==> config.mk <==
export PLATFORM = sky130hd
export DESIGN_NAME = camera_init_top
export DESIGN_NICKNAME = d
export VERILOG_FILES = /design/src/logic/sccb_pkg.sv /design/src/logic/sccb_tick_gen.sv /design/src/logic/sccb_reg_rom.sv /design/src/logic/sccb_write_master.sv /design/src/logic/sccb_init_sequencer.sv /design/src/logic/sccb_apb_regs.sv /design/src/logic/camera_init_top.sv
export VERILOG_INCLUDE_DIRS = /design/src /design/src/include
export SDC_FILE = /design/constraint.sdc
export NUM_CORES = 1
export LEC_CHECK = 0
export ABC_CLOCK_PERIOD_IN_PS = 2400
export BUFFER_PORTS_ARGS = -buffer_cell sky130_fd_sc_hd__buf_2
export CAP_MARGIN = 15
export CORE_MARGIN = 2
export CORE_UTILIZATION = 53
export DETAILED_ROUTE_END_ITERATION = 8
export GPL_ROUTABILITY_DRIVEN = 0
export PLACE_DENSITY = 0.8
export SYNTH_ARGS = -nofsm -noshare
export SYNTH_HDL_FRONTEND = slang
export SYNTH_SLANG_ARGS = --single-unit
export TNS_END_PERCENT = 20
==> constraint.sdc <==
create_clock -name clk -period 2.4 [get_ports clk]
set_clock_uncertainty 0.05 [all_clocks]
set_input_delay 0.24 -clock clk [delete_from_list [all_inputs] [get_ports clk]]
set_output_delay 0.24 -clock clk [all_outputs]
set_load 0.1 [all_outputs]
==> src/include/sccb_consts.svh <==
`ifndef SCCB_CONSTS_SVH
`define SCCB_CONSTS_SVH

// clock cycles per quarter-bit tick.
`define SCCB_TICK_DIV 4

// idle ticks between two writes.
`define SCCB_GAP_TICKS 8

`define SCCB_TABLE_DEPTH 8

// sensor write address.
`define SCCB_DEV_ID 8'h42

`define SCCB_REG_CTRL   8'h00
`define SCCB_REG_STATUS 8'h04
`define SCCB_REG_COUNT  8'h08

`endif

==> src/logic/sccb_pkg.sv <==
package sccb_pkg;

    // one table entry, also one write request.
    typedef struct packed {
        logic [7:0] reg_addr;
        logic [7:0] data;
    } sccb_write_t;

    typedef struct packed {
        logic        psel;
        logic        penable;
        logic        pwrite;
        logic [7:0]  paddr;
        logic [31:0] pwdata;
    } apb_req_t;

    typedef struct packed {
        logic [31:0] prdata;
        logic        pready;
        logic        pslverr;
    } apb_rsp_t;

    typedef enum logic [1:0] {
        M_IDLE,
        M_START,
        M_DATA,
        M_STOP
    } master_state_e;

    typedef enum logic [2:0] {
        S_IDLE,
        S_ISSUE,
        S_WAIT_DONE,
        S_GAP,
        S_FINISH
    } seq_state_e;

endpackage

==> src/logic/sccb_tick_gen.sv <==
`timescale 1ns/1ps
`include "sccb_consts.svh"

module sccb_tick_gen (
    input  logic clk,
    input  logic reset,
    output logic tick
);
    localparam int CNT_W = (`SCCB_TICK_DIV > 2) ? $clog2(`SCCB_TICK_DIV) : 1;
    localparam logic [CNT_W-1:0] CNT_LAST = CNT_W'(`SCCB_TICK_DIV - 1);

    logic [CNT_W-1:0] cnt;

    always_ff @(posedge clk or posedge reset) begin
        if (reset) begin
            cnt  <= '0;
            tick <= 1'b0;
        end else begin
            if (cnt == CNT_LAST) begin
                cnt <= '0;
            end else begin
                cnt <= cnt + 1'b1;
            end
            tick <= (cnt == CNT_LAST); // one cycle per period.
        end
    end

endmodule

==> src/logic/sccb_reg_rom.sv <==
`timescale 1ns/1ps

module sccb_reg_rom (
    input  logic [2:0]            index,
    output sccb_pkg::sccb_write_t entry
);

    always_comb begin
        case (index)
            3'd0: begin
                entry.reg_addr = 8'h12; // COM7, soft reset.
                entry.data     = 8'h80;
            end
            3'd1: begin
                entry.reg_addr = 8'h11; // clock prescaler.
                entry.data     = 8'h01;
            end
            3'd2: begin
                entry.reg_addr = 8'h12;
                entry.data     = 8'h14;
            end
            3'd3: begin
                entry.reg_addr = 8'h40; // rgb565 output range.
                entry.data     = 8'hd0;
            end
            3'd4: begin
                entry.reg_addr = 8'h8c;
                entry.data     = 8'h00;
            end
            3'd5: begin
                entry.reg_addr = 8'h3a;
                entry.data     = 8'h04;
            end
            3'd6: begin
                entry.reg_addr = 8'h0c;
                entry.data     = 8'h00;
            end
            3'd7: begin
                // no pclk scaling.
                entry.reg_addr = 8'h3e;
                entry.data     = 8'h00;
            end
            default: begin
                entry.reg_addr = 8'h00;
                entry.data     = 8'h00;
            end
        endcase
    end

endmodule

==> src/logic/sccb_write_master.sv <==
`timescale 1ns/1ps
`include "sccb_consts.svh"

module sccb_write_master (
    input  logic                  clk,
    input  logic                  reset,
    input  logic                  tick,
    input  logic                  req_valid,
    input  sccb_pkg::sccb_write_t req,
    output logic                  req_ready,
    output logic                  write_done,
    output logic                  scl,
    output logic                  sda
);
    localparam int FRAME_BITS = 27;
    localparam logic [4:0] LAST_BIT = 5'(FRAME_BITS - 1);

    sccb_pkg::master_state_e state;
    logic [1:0]              quarter;
    logic [4:0]              bit_cnt;
    logic [FRAME_BITS-1:0]   frame;
    logic                    accept;

    assign req_ready = (state == sccb_pkg::M_IDLE);
    assign accept    = req_valid && req_ready;

    // three phases, each byte followed by a released ninth bit.
    always_ff @(posedge clk) begin
        if (accept) begin
            frame <= {`SCCB_DEV_ID, 1'b1, req.reg_addr, 1'b1, req.data, 1'b1};
        end else if (tick && state == sccb_pkg::M_DATA && quarter == 2'd0) begin
            frame <= {frame[FRAME_BITS-2:0], 1'b1};
        end
    end

    always_ff @(posedge clk or posedge reset) begin
        if (reset) begin
            state      <= sccb_pkg::M_IDLE;
            quarter    <= 2'd0;
            bit_cnt    <= 5'd0;
            scl        <= 1'b1;
            sda        <= 1'b1;
            write_done <= 1'b0;
        end else begin
            write_done <= 1'b0;
            case (state)
                sccb_pkg::M_IDLE: begin
                    quarter <= 2'd0;
                    bit_cnt <= 5'd0;
                    if (accept) begin
                        state <= sccb_pkg::M_START;
                    end
                end

                sccb_pkg::M_START: begin
                    if (tick) begin
                        if (quarter == 2'd0) begin
                            sda     <= 1'b0; // falls with scl high.
                            quarter <= 2'd1;
                        end else begin
                            scl     <= 1'b0;
                            quarter <= 2'd0;
                            state   <= sccb_pkg::M_DATA;
                        end
                    end
                end

                sccb_pkg::M_DATA: begin
                    if (tick) begin
                        quarter <= quarter + 2'd1;
                        case (quarter)
                            2'd0: sda <= frame[FRAME_BITS-1];
                            2'd1, 2'd2: scl <= 1'b1;
                            default: begin
                                scl <= 1'b0;
                                if (bit_cnt == LAST_BIT) begin
                                    bit_cnt <= 5'd0;
                                    state   <= sccb_pkg::M_STOP;
                                end else begin
                                    bit_cnt <= bit_cnt + 5'd1;
                                end
                            end
                        endcase
                    end
                end

                sccb_pkg::M_STOP: begin
                    if (tick) begin
                        quarter <= quarter + 2'd1;
                        case (quarter)
                            2'd0: sda <= 1'b0;
                            2'd1: scl <= 1'b1;
                            default: begin
                                sda        <= 1'b1; // rises after scl.
                                write_done <= 1'b1;
                                state      <= sccb_pkg::M_IDLE;
                            end
                        endcase
                    end
                end

                default: state <= sccb_pkg::M_IDLE;
            endcase
        end
    end

    idle_scl_high_a : assert property (
        @(posedge clk) disable iff (reset)
        (state == sccb_pkg::M_IDLE) |-> scl
    );

    // the sequencer must hold the entry until write_done.
    req_stable_a : assert property (
        @(posedge clk) disable iff (reset)
        (state != sccb_pkg::M_IDLE) |-> $stable(req)
    );

endmodule

==> src/logic/sccb_init_sequencer.sv <==
`timescale 1ns/1ps
`include "sccb_consts.svh"

module sccb_init_sequencer (
    input  logic                  clk,
    input  logic                  reset,
    input  logic                  tick,
    input  logic                  start_pulse,
    output logic [2:0]            index,
    input  sccb_pkg::sccb_write_t entry,
    output logic                  req_valid,
    output sccb_pkg::sccb_write_t req,
    input  logic                  req_ready,
    input  logic                  write_done,
    output logic                  busy,
    output logic                  done,
    output logic [3:0]            write_count
);
    localparam int GAP_W = (`SCCB_GAP_TICKS > 2) ? $clog2(`SCCB_GAP_TICKS) : 1;
    localparam logic [GAP_W-1:0] GAP_LAST  = GAP_W'(`SCCB_GAP_TICKS - 1);
    localparam logic [2:0]       LAST_IDX  = 3'(`SCCB_TABLE_DEPTH - 1);

    sccb_pkg::seq_state_e state;
    logic [GAP_W-1:0]     gap_cnt;

    assign req       = entry; // rom output held by a stable index.
    assign req_valid = (state == sccb_pkg::S_ISSUE);
    assign busy      = (state != sccb_pkg::S_IDLE);

    always_ff @(posedge clk or posedge reset) begin
        if (reset) begin
            state       <= sccb_pkg::S_IDLE;
            index       <= 3'd0;
            gap_cnt     <= '0;
            done        <= 1'b0;
            write_count <= 4'd0;
        end else begin
            case (state)
                sccb_pkg::S_IDLE: begin
                    if (start_pulse) begin
                        index       <= 3'd0;
                        done        <= 1'b0;
                        write_count <= 4'd0;
                        state       <= sccb_pkg::S_ISSUE;
                    end
                end
                sccb_pkg::S_ISSUE: begin
                    if (req_ready) state <= sccb_pkg::S_WAIT_DONE;
                end
                sccb_pkg::S_WAIT_DONE: begin
                    if (write_done) begin
                        write_count <= write_count + 4'd1;
                        gap_cnt     <= '0;
                        state       <= sccb_pkg::S_GAP;
                    end
                end
                sccb_pkg::S_GAP: begin
                    if (tick) begin
                        if (gap_cnt != GAP_LAST) begin
                            gap_cnt <= gap_cnt + 1'b1;
                        end else if (index == LAST_IDX) begin
                            state <= sccb_pkg::S_FINISH;
                        end else begin
                            index <= index + 3'd1;
                            state <= sccb_pkg::S_ISSUE;
                        end
                    end
                end
                default: begin // finish.
                    done  <= 1'b1;
                    state <= sccb_pkg::S_IDLE;
                end
            endcase
        end
    end

    count_bound_a : assert property (
        @(posedge clk) disable iff (reset)
        write_count <= 4'(`SCCB_TABLE_DEPTH)
    );

endmodule

==> src/logic/sccb_apb_regs.sv <==
`timescale 1ns/1ps
`include "sccb_consts.svh"

module sccb_apb_regs (
    input  logic               clk,
    input  logic               reset,
    input  sccb_pkg::apb_req_t apb_req,
    output sccb_pkg::apb_rsp_t apb_rsp,
    output logic               start_pulse,
    input  logic               busy,
    input  logic               done,
    input  logic [3:0]         write_count
);
    logic access;
    logic addr_ok;

    assign access  = apb_req.psel && apb_req.penable;
    assign addr_ok = (apb_req.paddr == `SCCB_REG_CTRL)
                  || (apb_req.paddr == `SCCB_REG_STATUS)
                  || (apb_req.paddr == `SCCB_REG_COUNT);

    // sequencer drops it while busy.
    assign start_pulse = access && apb_req.pwrite
                      && (apb_req.paddr == `SCCB_REG_CTRL)
                      && apb_req.pwdata[0];

    always_comb begin
        apb_rsp.pready  = 1'b1;
        apb_rsp.pslverr = access && !addr_ok;
        case (apb_req.paddr)
            `SCCB_REG_STATUS: apb_rsp.prdata = {30'd0, done, busy};
            `SCCB_REG_COUNT:  apb_rsp.prdata = {28'd0, write_count};
            default:          apb_rsp.prdata = 32'd0; // ctrl reads zero.
        endcase
    end

    penable_needs_psel_a : assert property (
        @(posedge clk) disable iff (reset)
        apb_req.penable |-> apb_req.psel
    );

    // the access phase always follows a setup phase.
    setup_before_access_a : assert property (
        @(posedge clk) disable iff (reset)
        (apb_req.psel && !apb_req.penable) |=> apb_req.penable
    );

endmodule

==> src/logic/camera_init_top.sv <==
`timescale 1ns/1ps

module camera_init_top (
    input  logic               clk,
    input  logic               reset,
    input  sccb_pkg::apb_req_t apb_req,
    output sccb_pkg::apb_rsp_t apb_rsp,
    output logic               scl,
    output logic               sda
);
    logic                  start_pulse;
    logic                  busy;
    logic                  done;
    logic [3:0]            write_count;
    logic [2:0]            index;
    sccb_pkg::sccb_write_t entry;
    sccb_pkg::sccb_write_t req;
    logic                  req_valid;
    logic                  req_ready;
    logic                  write_done;
    logic                  tick;

    sccb_apb_regs u_apb_regs (
        .clk         (clk),
        .reset       (reset),
        .apb_req     (apb_req),
        .apb_rsp     (apb_rsp),
        .start_pulse (start_pulse),
        .busy        (busy),
        .done        (done),
        .write_count (write_count)
    );

    sccb_init_sequencer u_sequencer (
        .clk         (clk),
        .reset       (reset),
        .tick        (tick),
        .start_pulse (start_pulse),
        .index       (index),
        .entry       (entry),
        .req_valid   (req_valid),
        .req         (req),
        .req_ready   (req_ready),
        .write_done  (write_done),
        .busy        (busy),
        .done        (done),
        .write_count (write_count)
    );

    sccb_reg_rom u_rom (
        .index (index),
        .entry (entry)
    );

    sccb_tick_gen u_tick_gen (
        .clk   (clk),
        .reset (reset),
        .tick  (tick)
    );

    sccb_write_master u_master (
        .clk        (clk),
        .reset      (reset),
        .tick       (tick),
        .req_valid  (req_valid),
        .req        (req),
        .req_ready  (req_ready),
        .write_done (write_done),
        .scl        (scl),
        .sda        (sda)
    );

endmodule

==> results.json, run 1 <==
{
  "io_buffers": 20,
  "pre_cts_ws_ps": 403,
  "start_kind": "flip-flop",
  "status": "finished, final reports clean",
  "finalNetCount": 400,
  "hold_viol": 0,
  "cp-end-kind": "output port",
  "io_pins": 81,
  "yosysMostFrequentCell": "nand2_1",
  "track_usage_pct": 17.9,
  "postCtsResizedCells": 0,
  "die_area_um2": 6420,
  "finalSetupViolations": 0,
  "synth.top_cell.area_share_pct": 22.0,
  "initial_core_util_pct": 55.5,
  "fin_crit_sh_pct": 88.0,
  "yosysTopAreaCell": "dfrtp_1",
  "grt_pass1_vias": 2066,
  "root_buffer": "clkbuf_8",
  "grt_max_degree": 30,
  "grt_pass1_wl_um": 9090,
  "num_antenna_cells": 0,
  "powerDensity_nw_per_um2": 566,
  "maxCapViolCount": 0,
  "rows": 27,
  "dr.pass1.iters": 4,
  "total_power_mw": 1.85,
  "n_fill_cell": 476,
  "ys_types": 49,
  "yosys-top-cells-count": "nand2_1 (46), buf_4 (29), dfrtp_1 (27)",
  "period_needed_ps": 2110,
  "worst_ir_drop_vdd_v": 0.000266,
  "area_growth_pct": 6.51,
  "async_reset_ff_share_pct": 52.7,
  "netlist_area_um2": 3070,
  "ys_seq_area_share_pct": 45.8,
  "ys_ff_latch": 55,
  "crit_fanout": 15,
  "antenna_found_initial": 0,
  "crit_arrival_ps": 1820,
  "vias_per_cell": 5.50,
  "synthFlopType": "dfrtp_1",
  "max_freq_mhz": 473,
  "worstHoldPathType": "in -> reg",
  "path_class": "reg -> out",
  "syn_area_per_cell_um2": 9.79,
  "vias": 2246,
  "hold_slack_ps": 324,
  "tritoncts": "yes",
  "drive_above_1_share_pct": 14.0,
  "finalWorstSetupSlack_ps": 287,
  "wl_um": 5360,
  "insertion_delay_ps": 310,
  "fin_area_um2": 3270,
  "total_leakage_power_nw": 1.52,
  "finalMaxSlewViolations": 0,
  "overflow": 0,
  "cts_buffers": 5,
  "fin_tns_setup_ps": 0,
  "synthTopCellsByArea": "dfrtp_1 (22%), edfxtp_1 (16%), ha_1 (8.1%)",
  "required_ps": 2110,
  "clk_pin_slew_worst_paths_ps": 100,
  "cts.sinks": 55,
  "ctsLongestPathBuffers": 2,
  "die_w_um": 80.1,
  "drtAntennaViolNets": 0,
  "fin_util_pct": 59.1,
  "yosys_warnings": 0,
  "drc": 0,
  "routedWlPerCell_um": 13.1,
  "finalNonFillerCells": 408,
  "cts_max_level": 2,
  "drt_iter0_markers": 152,
  "postSynthCellCount": 314,
  "placed_area_um2": 3140,
  "die_h_um": 80.1,
  "core_area_um2": 5540,
  "hpwlAfterDp_um": 3710,
  "rsz0062_at_grt": "false",
  "synth_edf_count": 16,
  "post-place-cells": 399
}
## critical path, stage by stage, from the launching register on
cell     delay [ps]
dfrtp_1         630
or2_2           210
o21ai_0          80
a21oi_1         160
buf_2           440
## worst paths after layout
| check | end | cells after the start | slack (ps) | start |
|---|---|---|---|---|
| setup / recovery | apb_rsp[2] | 4 | 290 | u_sequencer.state[1] |
| hold / removal | u_sequencer.state[0] | 5 | 320 | apb_req[32] |
| setup reg to reg | u_master.sda | 5 | 400 | u_master.state[0] |
| hold reg to reg | u_tick_gen.cnt[0] | 1 | 380 | u_tick_gen.cnt[0] |
| max in group asynchronous | u_master.scl | 4 | 1500 | reset |
| min in group asynchronous | u_tick_gen.tick | 4 | 490 | reset |
## logic make-up (layout without fill, tap and decap cells)
logic type / count (synthesis) / in the layout / synth area share [%]
other: 2 / 29 / 0.244
and+or+nand+nor: 108 / 108 / 17.7
DFF: 55 / 55 / 45.8
adders and majority gates: 20 / 20 / 8.14
muxes: 7 / 7 / 2.40
buffers and inverters: 55 / 50 / 10.4
AOI/OAI and AO/OA: 67 / 67 / 15.2
## layer usage
metal	wire [um]	share of wire [%]	global-route usage, %
met5	0	0	0
met4	45	0.84	6.95
met3	232	4.3	3.48
met2	2630	49	29.3
met1	2450	46	23.3
## power breakdown
group / internal, mW / total (mW) / switching, mW
Clock: 0.344 / 0.658 / 0.314
Combinational: 0.0149 / 0.239 / 0.224
Sequential: 0.956 / 0.956 / 0
## cell usage in the layout, fill, tap and decap left out, types with 2 or more instances in the layout
cell type   n
o22ai_1     2
or2_2       2
buf_4       5
conb_1     29
mux2i_1     4
a22o_1      7
nand4_1     3
a22oi_1     4
o21a_1      3
o2bb2ai_1   3
nor2b_1     3
mux2_2      3
o21ai_0    14
ha_1       20
o31ai_1     2
a21o_1      2
inv_1      16
and2_1      5
nand2b_1    8
nand3_1    11
edfxtp_1   16
dfrtp_1    27
a211o_1     2
dfxtp_1    10
and3_1      4
nor2_1     14
dfstp_2     2
a32o_1      6
nand2_1    46
nor4_1      3
a211oi_1    2
buf_2      20
clkbuf_8    6
a21oi_1    14
## area by class of cell
class	instances	area [um^2]	area share, %
multi-input cells	231	1450	44.2
clock buffers	6	82.6	2.52
flip-flops and latches	55	1410	43.0
inverters	16	60.1	1.83
repair buffers	26	148	4.51
well taps	72	90.1	2.75
clock inverters	2	38.8	1.19
## registers in the layout, indices dropped and copies added, names as in the netlist
register	cells
u_master.sda	1
u_sequencer.state	3
u_master.frame	26
u_sequencer.done	1
u_sequencer.gap_cnt	3
u_tick_gen.cnt	2
u_master.state	2
u_master.scl	1
u_sequencer.index	3
u_sequencer.write_count	4
u_master.bit_cnt	5
u_master.quarter	2
u_tick_gen.tick	1
u_master.write_done	1
## timing repair
item,4_1_cts,5_1_grt
endpoints found under the hold margin,27,0
buffers inserted,0,0
hold buffers,1,0
Power figures use the tool's default switching activity.
==> inputs of run 2 (changes only) <==
- CORE_UTILIZATION: 53 -> 55
- CTS_BUF_LIST: default -> sky130_fd_sc_hd__clkbuf_4
- PLACE_DENSITY: 0.8 -> 0.83
==> run 2 against run 1 <==
  * Global-route usage increased by 0.11 points
  * Critical path depth unchanged
  * Maximum frequency decreased by 4.2%
  * Die area decreased by 3.5%
  * Flip-flop and latch count unchanged
  * Sequential share of layout area increased by 0.75 points
  * Combinational power about the same
  * Largest cell class unchanged
  * Highest routed layer unchanged
==> results.json, run 2 (same netlist as run 1, synthesis figures left out) <==
{
  "status": "finished, final reports clean",
  "crit_fanout": 15,
  "hold_depth": 5,
  "fin_crit_sh_pct": 91.9,
  "layout_commonest_cell": "nand2_1",
  "met1_length_um": 2480,
  "dr.pass1.iters": 4,
  "worstRegToRegCells": 7,
  "worstHoldPathType": "in -> reg",
  "multi_input_area_um2": 1450,
  "hold_buffers": 1,
  "min_from": "apb_req[33]",
  "num_antenna_cells": 0,
  "top_register": "u_master.frame",
  "postCtsSetupBuffers": 0,
  "initial_core_util_pct": 56.5,
  "cts_max_level": 2,
  "n_fill_cell": 474,
  "wl_um": 5300,
  "finalSetupViolations": 0,
  "largest_reg_flops": 26,
  "vias_per_cell": 5.51,
  "die_w_um": 78.7,
  "largestRegisters": "u_master.frame (26), u_master.bit_cnt (5), u_sequencer.write_count (4)",
  "final-seq-area_um2": 1410,
  "route.met2.wl_um": 2470,
  "drc": 0,
  "grt_pass1_vias": 2063,
  "finalNetCount": 401,
  "tritoncts": "yes",
  "fin_area_um2": 3220,
  "core_area_um2": 5440,
  "clk_pin_slew_worst_paths_ps": 160,
  "ctsLongestPathBuffers": 2,
  "hpwlAfterDp_um": 3700,
  "area_growth_pct": 4.68,
  "fin_tns_setup_ps": 0,
  "die_area_um2": 6200,
  "grt_max_degree": 30,
  "routedWlPerCell_um": 13.0,
  "powerDensity_nw_per_um2": 500,
  "overflow": 0,
  "antenna_found_initial": 0,
  "start_kind": "flip-flop",
  "die_h_um": 78.7,
  "maxCapViolCount": 0,
  "fin_util_pct": 59.1,
  "finalMaxSlewViolations": 0,
  "track_usage_pct": 18.0,
  "period_needed_ps": 2200,
  "crit_arrival_ps": 1910,
  "hold_path_end": "u_sequencer.state[0]",
  "reg2reg_setup_slack_ps": 450,
  "max_freq_mhz": 454,
  "reg2reg_to": "u_master.bit_cnt[0]",
  "r2r_start": "u_master.state[0]",
  "io_pins": 81,
  "cp-end-kind": "output port",
  "rows": 27,
  "cts_buffers": 5,
  "layout_common_cells": "nand2_1 (46), conb_1 (29), dfrtp_1 (27)",
  "insertion_delay_ps": 380,
  "hold_slack_ps": 262,
  "total_power_mw": 1.61,
  "root_buffer": "clkbuf_4",
  "dr_wl_met3_um": 237,
  "grt_pass1_wl_um": 9050,
  "path_class": "reg -> out",
  "hold_viol": 0,
  "worst_ir_drop_vdd_v": 0.000286,
  "dr.max_layer_used": "met4",
  "drt_iter0_markers": 198,
  "total_leakage_power_nw": 1.49,
  "drive_above_1_share_pct": 14.2,
  "cts.sinks": 55,
  "io_buffers": 20,
  "drtAntennaViolNets": 0,
  "rsz0062_at_grt": "false",
  "vias": 2252,
  "postCtsResizedCells": 0,
  "placed_area_um2": 3150,
  "required_ps": 2110
}
## run 2: worst max path at each step
stage                          from           endpoint  depth (start not counted)
6_report       u_sequencer.state[1]         apb_rsp[2]                          4
4_1_cts        u_sequencer.state[1]         apb_rsp[2]                          4
3_5_place_dp      u_master.state[1]  u_master.frame[6]                          7
5_1_grt        u_sequencer.state[1]         apb_rsp[2]                          4
2_1_floorplan  u_sequencer.state[2]         apb_rsp[2]                          3
3_3_place_gp      u_master.state[0]       u_master.sda                          5
## run 2: critical path, stage by stage, from the launching register on
cell     delay, ps
dfrtp_1        640
or2_2          220
o21ai_0         80
a21oi_1        160
buf_2          440
## run 2: metal layers
layer / vias to the layer above / global-route usage, %
met5: - / 0
met4: 0 / 8.25
met3: 9 / 2.73
met2: 65 / 29.4
met1: 1079 / 23.7
li1: 1099 / -
## run 2: final cells by class
cell class / count / area share [%]
multi-input cells: 231 / 44.9
flip-flops and latches: 55 / 43.8
repair buffers: 27 / 4.82
well taps: 72 / 2.80
inverters: 16 / 1.87
clock buffers: 6 / 1.40
clock inverters: 2 / 0.389
## run 2: power breakdown
part,leakage [nW],internal [mW],switching [mW],total [mW]
Sequential,0.586,0.957,0,0.957
Combinational,0.874,0.0149,0.225,0.240
Clock,0.0317,0.125,0.286,0.412
Total,1.49,1.10,0.511,1.61
## run 2: through the flow
step                      cells  setup slack (ps)
final                       409               196
after CTS                   409               220
after global placement      400               543
after global routing        409               110
after floorplan             341              -127
after detailed placement    400               508
==> inputs of run 3 (changes only) <==
- REMOVE_ABC_BUFFERS: default -> 1
==> run 3 against run 2 <==
  * Clock power grew 5%
  * Combinational power hardly changed
  * Die area did not move
  * Final cell count is 0.24% lower
  * Global-route usage grew 0.59 points
  * Design area down 0.16%
  * Setup slack got worse by 34 ps
  * Routed wire length grew 1.4%
  * Largest cell class unchanged
==> results.json, run 3 (same netlist as run 1, synthesis figures left out) <==
{
  "hpwlAfterDp_um": 3780,
  "vias_per_cell": 5.38,
  "die_area_um2": 6200,
  "hold_viol": 0,
  "hold_depth": 5,
  "pre_cts_ws_ps": 366,
  "clockPowerShare_pct": 26.5,
  "initial_core_util_pct": 56.5,
  "drt_iter0_markers": 144,
  "root_buffer": "clkbuf_4",
  "tritoncts": "yes",
  "vias": 2196,
  "cts_buffers": 5,
  "core_area_um2": 5440,
  "worstHoldPathType": "in -> reg",
  "rows": 27,
  "top_register": "u_master.frame",
  "insertion_delay_ps": 390,
  "switching_share_pct": 33.0,
  "total_leakage_power_nw": 1.49,
  "p_int_mw": 1.09,
  "track_usage_pct": 18.6,
  "cts.sinks": 55,
  "period_needed_ps": 2240,
  "grt_pass1_wl_um": 9220,
  "die_w_um": 78.7,
  "io_buffers": 20,
  "grt_pass1_vias": 2112,
  "fin_crit_sh_pct": 93.3,
  "post-place-cells": 399,
  "finalMaxSlewViolations": 0,
  "layout_commonest_cell": "nand2_1",
  "largestRegisters": "u_master.frame (26), u_master.bit_cnt (5), u_sequencer.write_count (4)",
  "power.switching_mw": 0.536,
  "fin_util_pct": 59.1,
  "multi_input_area_um2": 1450,
  "start_kind": "flip-flop",
  "overflow": 0,
  "area_growth_pct": 4.52,
  "maxCapViolCount": 0,
  "n_fill_cell": 460,
  "die_h_um": 78.7,
  "io_pins": 81,
  "worst_ir_drop_vdd_v": 0.000316,
  "rsz0062_at_grt": "false",
  "status": "finished, final reports clean",
  "drtAntennaViolNets": 0,
  "ctsLongestPathBuffers": 2,
  "fin_tns_setup_ps": 0,
  "num_antenna_cells": 0,
  "powerDensity_nw_per_um2": 506,
  "finalNetCount": 400,
  "drc": 0,
  "max_freq_mhz": 447,
  "finalSetupViolations": 0,
  "pwr-share-comb_pct": 14.6,
  "drive_above_1_share_pct": 14.0,
  "dr.pass1.iters": 4,
  "wl_um": 5370,
  "largest_reg_flops": 26,
  "p_seq_share_pct": 58.9,
  "cts_max_level": 2,
  "cp-end-kind": "output port",
  "routedWlPerCell_um": 13.2,
  "layout_common_cells": "nand2_1 (46), conb_1 (29), dfrtp_1 (27)",
  "clk_pin_slew_worst_paths_ps": 170,
  "finalWorstSetupSlack_ps": 162,
  "path_class": "reg -> out",
  "postCtsSetupBuffers": 0,
  "antenna_found_initial": 0,
  "grt_max_degree": 19,
  "crit_arrival_ps": 1950,
  "hold_slack_ps": 214,
  "required_ps": 2110,
  "final-seq-area_um2": 1410,
  "crit_fanout": 15,
  "worstRegToRegCells": 5,
  "finalNonFillerCells": 408
}
## run 3: cell types whose count changed in the layout (fill, tap and decap cells not counted), sizes merged
cell    change
clkbuf      -1
inv         +1
buf         -1
## run 3: power by group through the flow
stage	clock, mW	combinational (mW)	sequential (mW)
3_5_place_dp	0	0.237	0.976
6_report	0.431	0.238	0.957
4_1_cts	0.440	0.238	0.958
5_1_grt	0.464	0.246	0.958
2_1_floorplan	0	0.218	0.976
3_3_place_gp	0	0.236	0.976
## run 3: final timing paths
kind                                      start              endpoint  slack, ps
setup reg to reg              u_master.state[0]          u_master.sda        340
min in group asynchronous                 reset  u_sequencer.index[2]        330
hold reg to reg               u_tick_gen.cnt[0]     u_tick_gen.cnt[0]        390
max in group asynchronous                 reset          u_master.scl       1290
setup / recovery           u_sequencer.state[1]            apb_rsp[2]        160
hold / removal                      apb_req[32]  u_sequencer.state[0]        210
## run 3: critical path, cell delays in order, from the launching register on
cell,delay [ps]
dfrtp_1,660
or2_2,220
o21ai_0,80
a21oi_1,160
buf_2,440
## run 3: timing repair
action                                  CTS  global route
endpoints found under the setup margin    0             0
hold buffers                              1             0
endpoints found under the hold margin    12             0
gates resized for setup                   0             0
## run 3: through the flow
stage / power (mW) / area, um^2
floorplan: 1.19 / 2910
finish: 1.63 / 3210
global route: 1.67 / 3210
global placement: 1.21 / 3140
CTS: 1.64 / 3210
detailed placement: 1.21 / 3140
## run 3: area by class of cell
cell class / count / area share (%)
inverter: 16 / 1.87
timing repair buffer: 26 / 4.60
multi-input combinational: 231 / 45.0
sequential: 55 / 43.9
tap: 72 / 2.80
clock inverter: 3 / 0.701
clock buffer: 5 / 1.17
## run 3: routing by layer
layer	track usage [%]	wire length (um)
met4	7.19	119
met5	0	0
met2	30.8	2510
met1	24.1	2470
met3	3.64	274
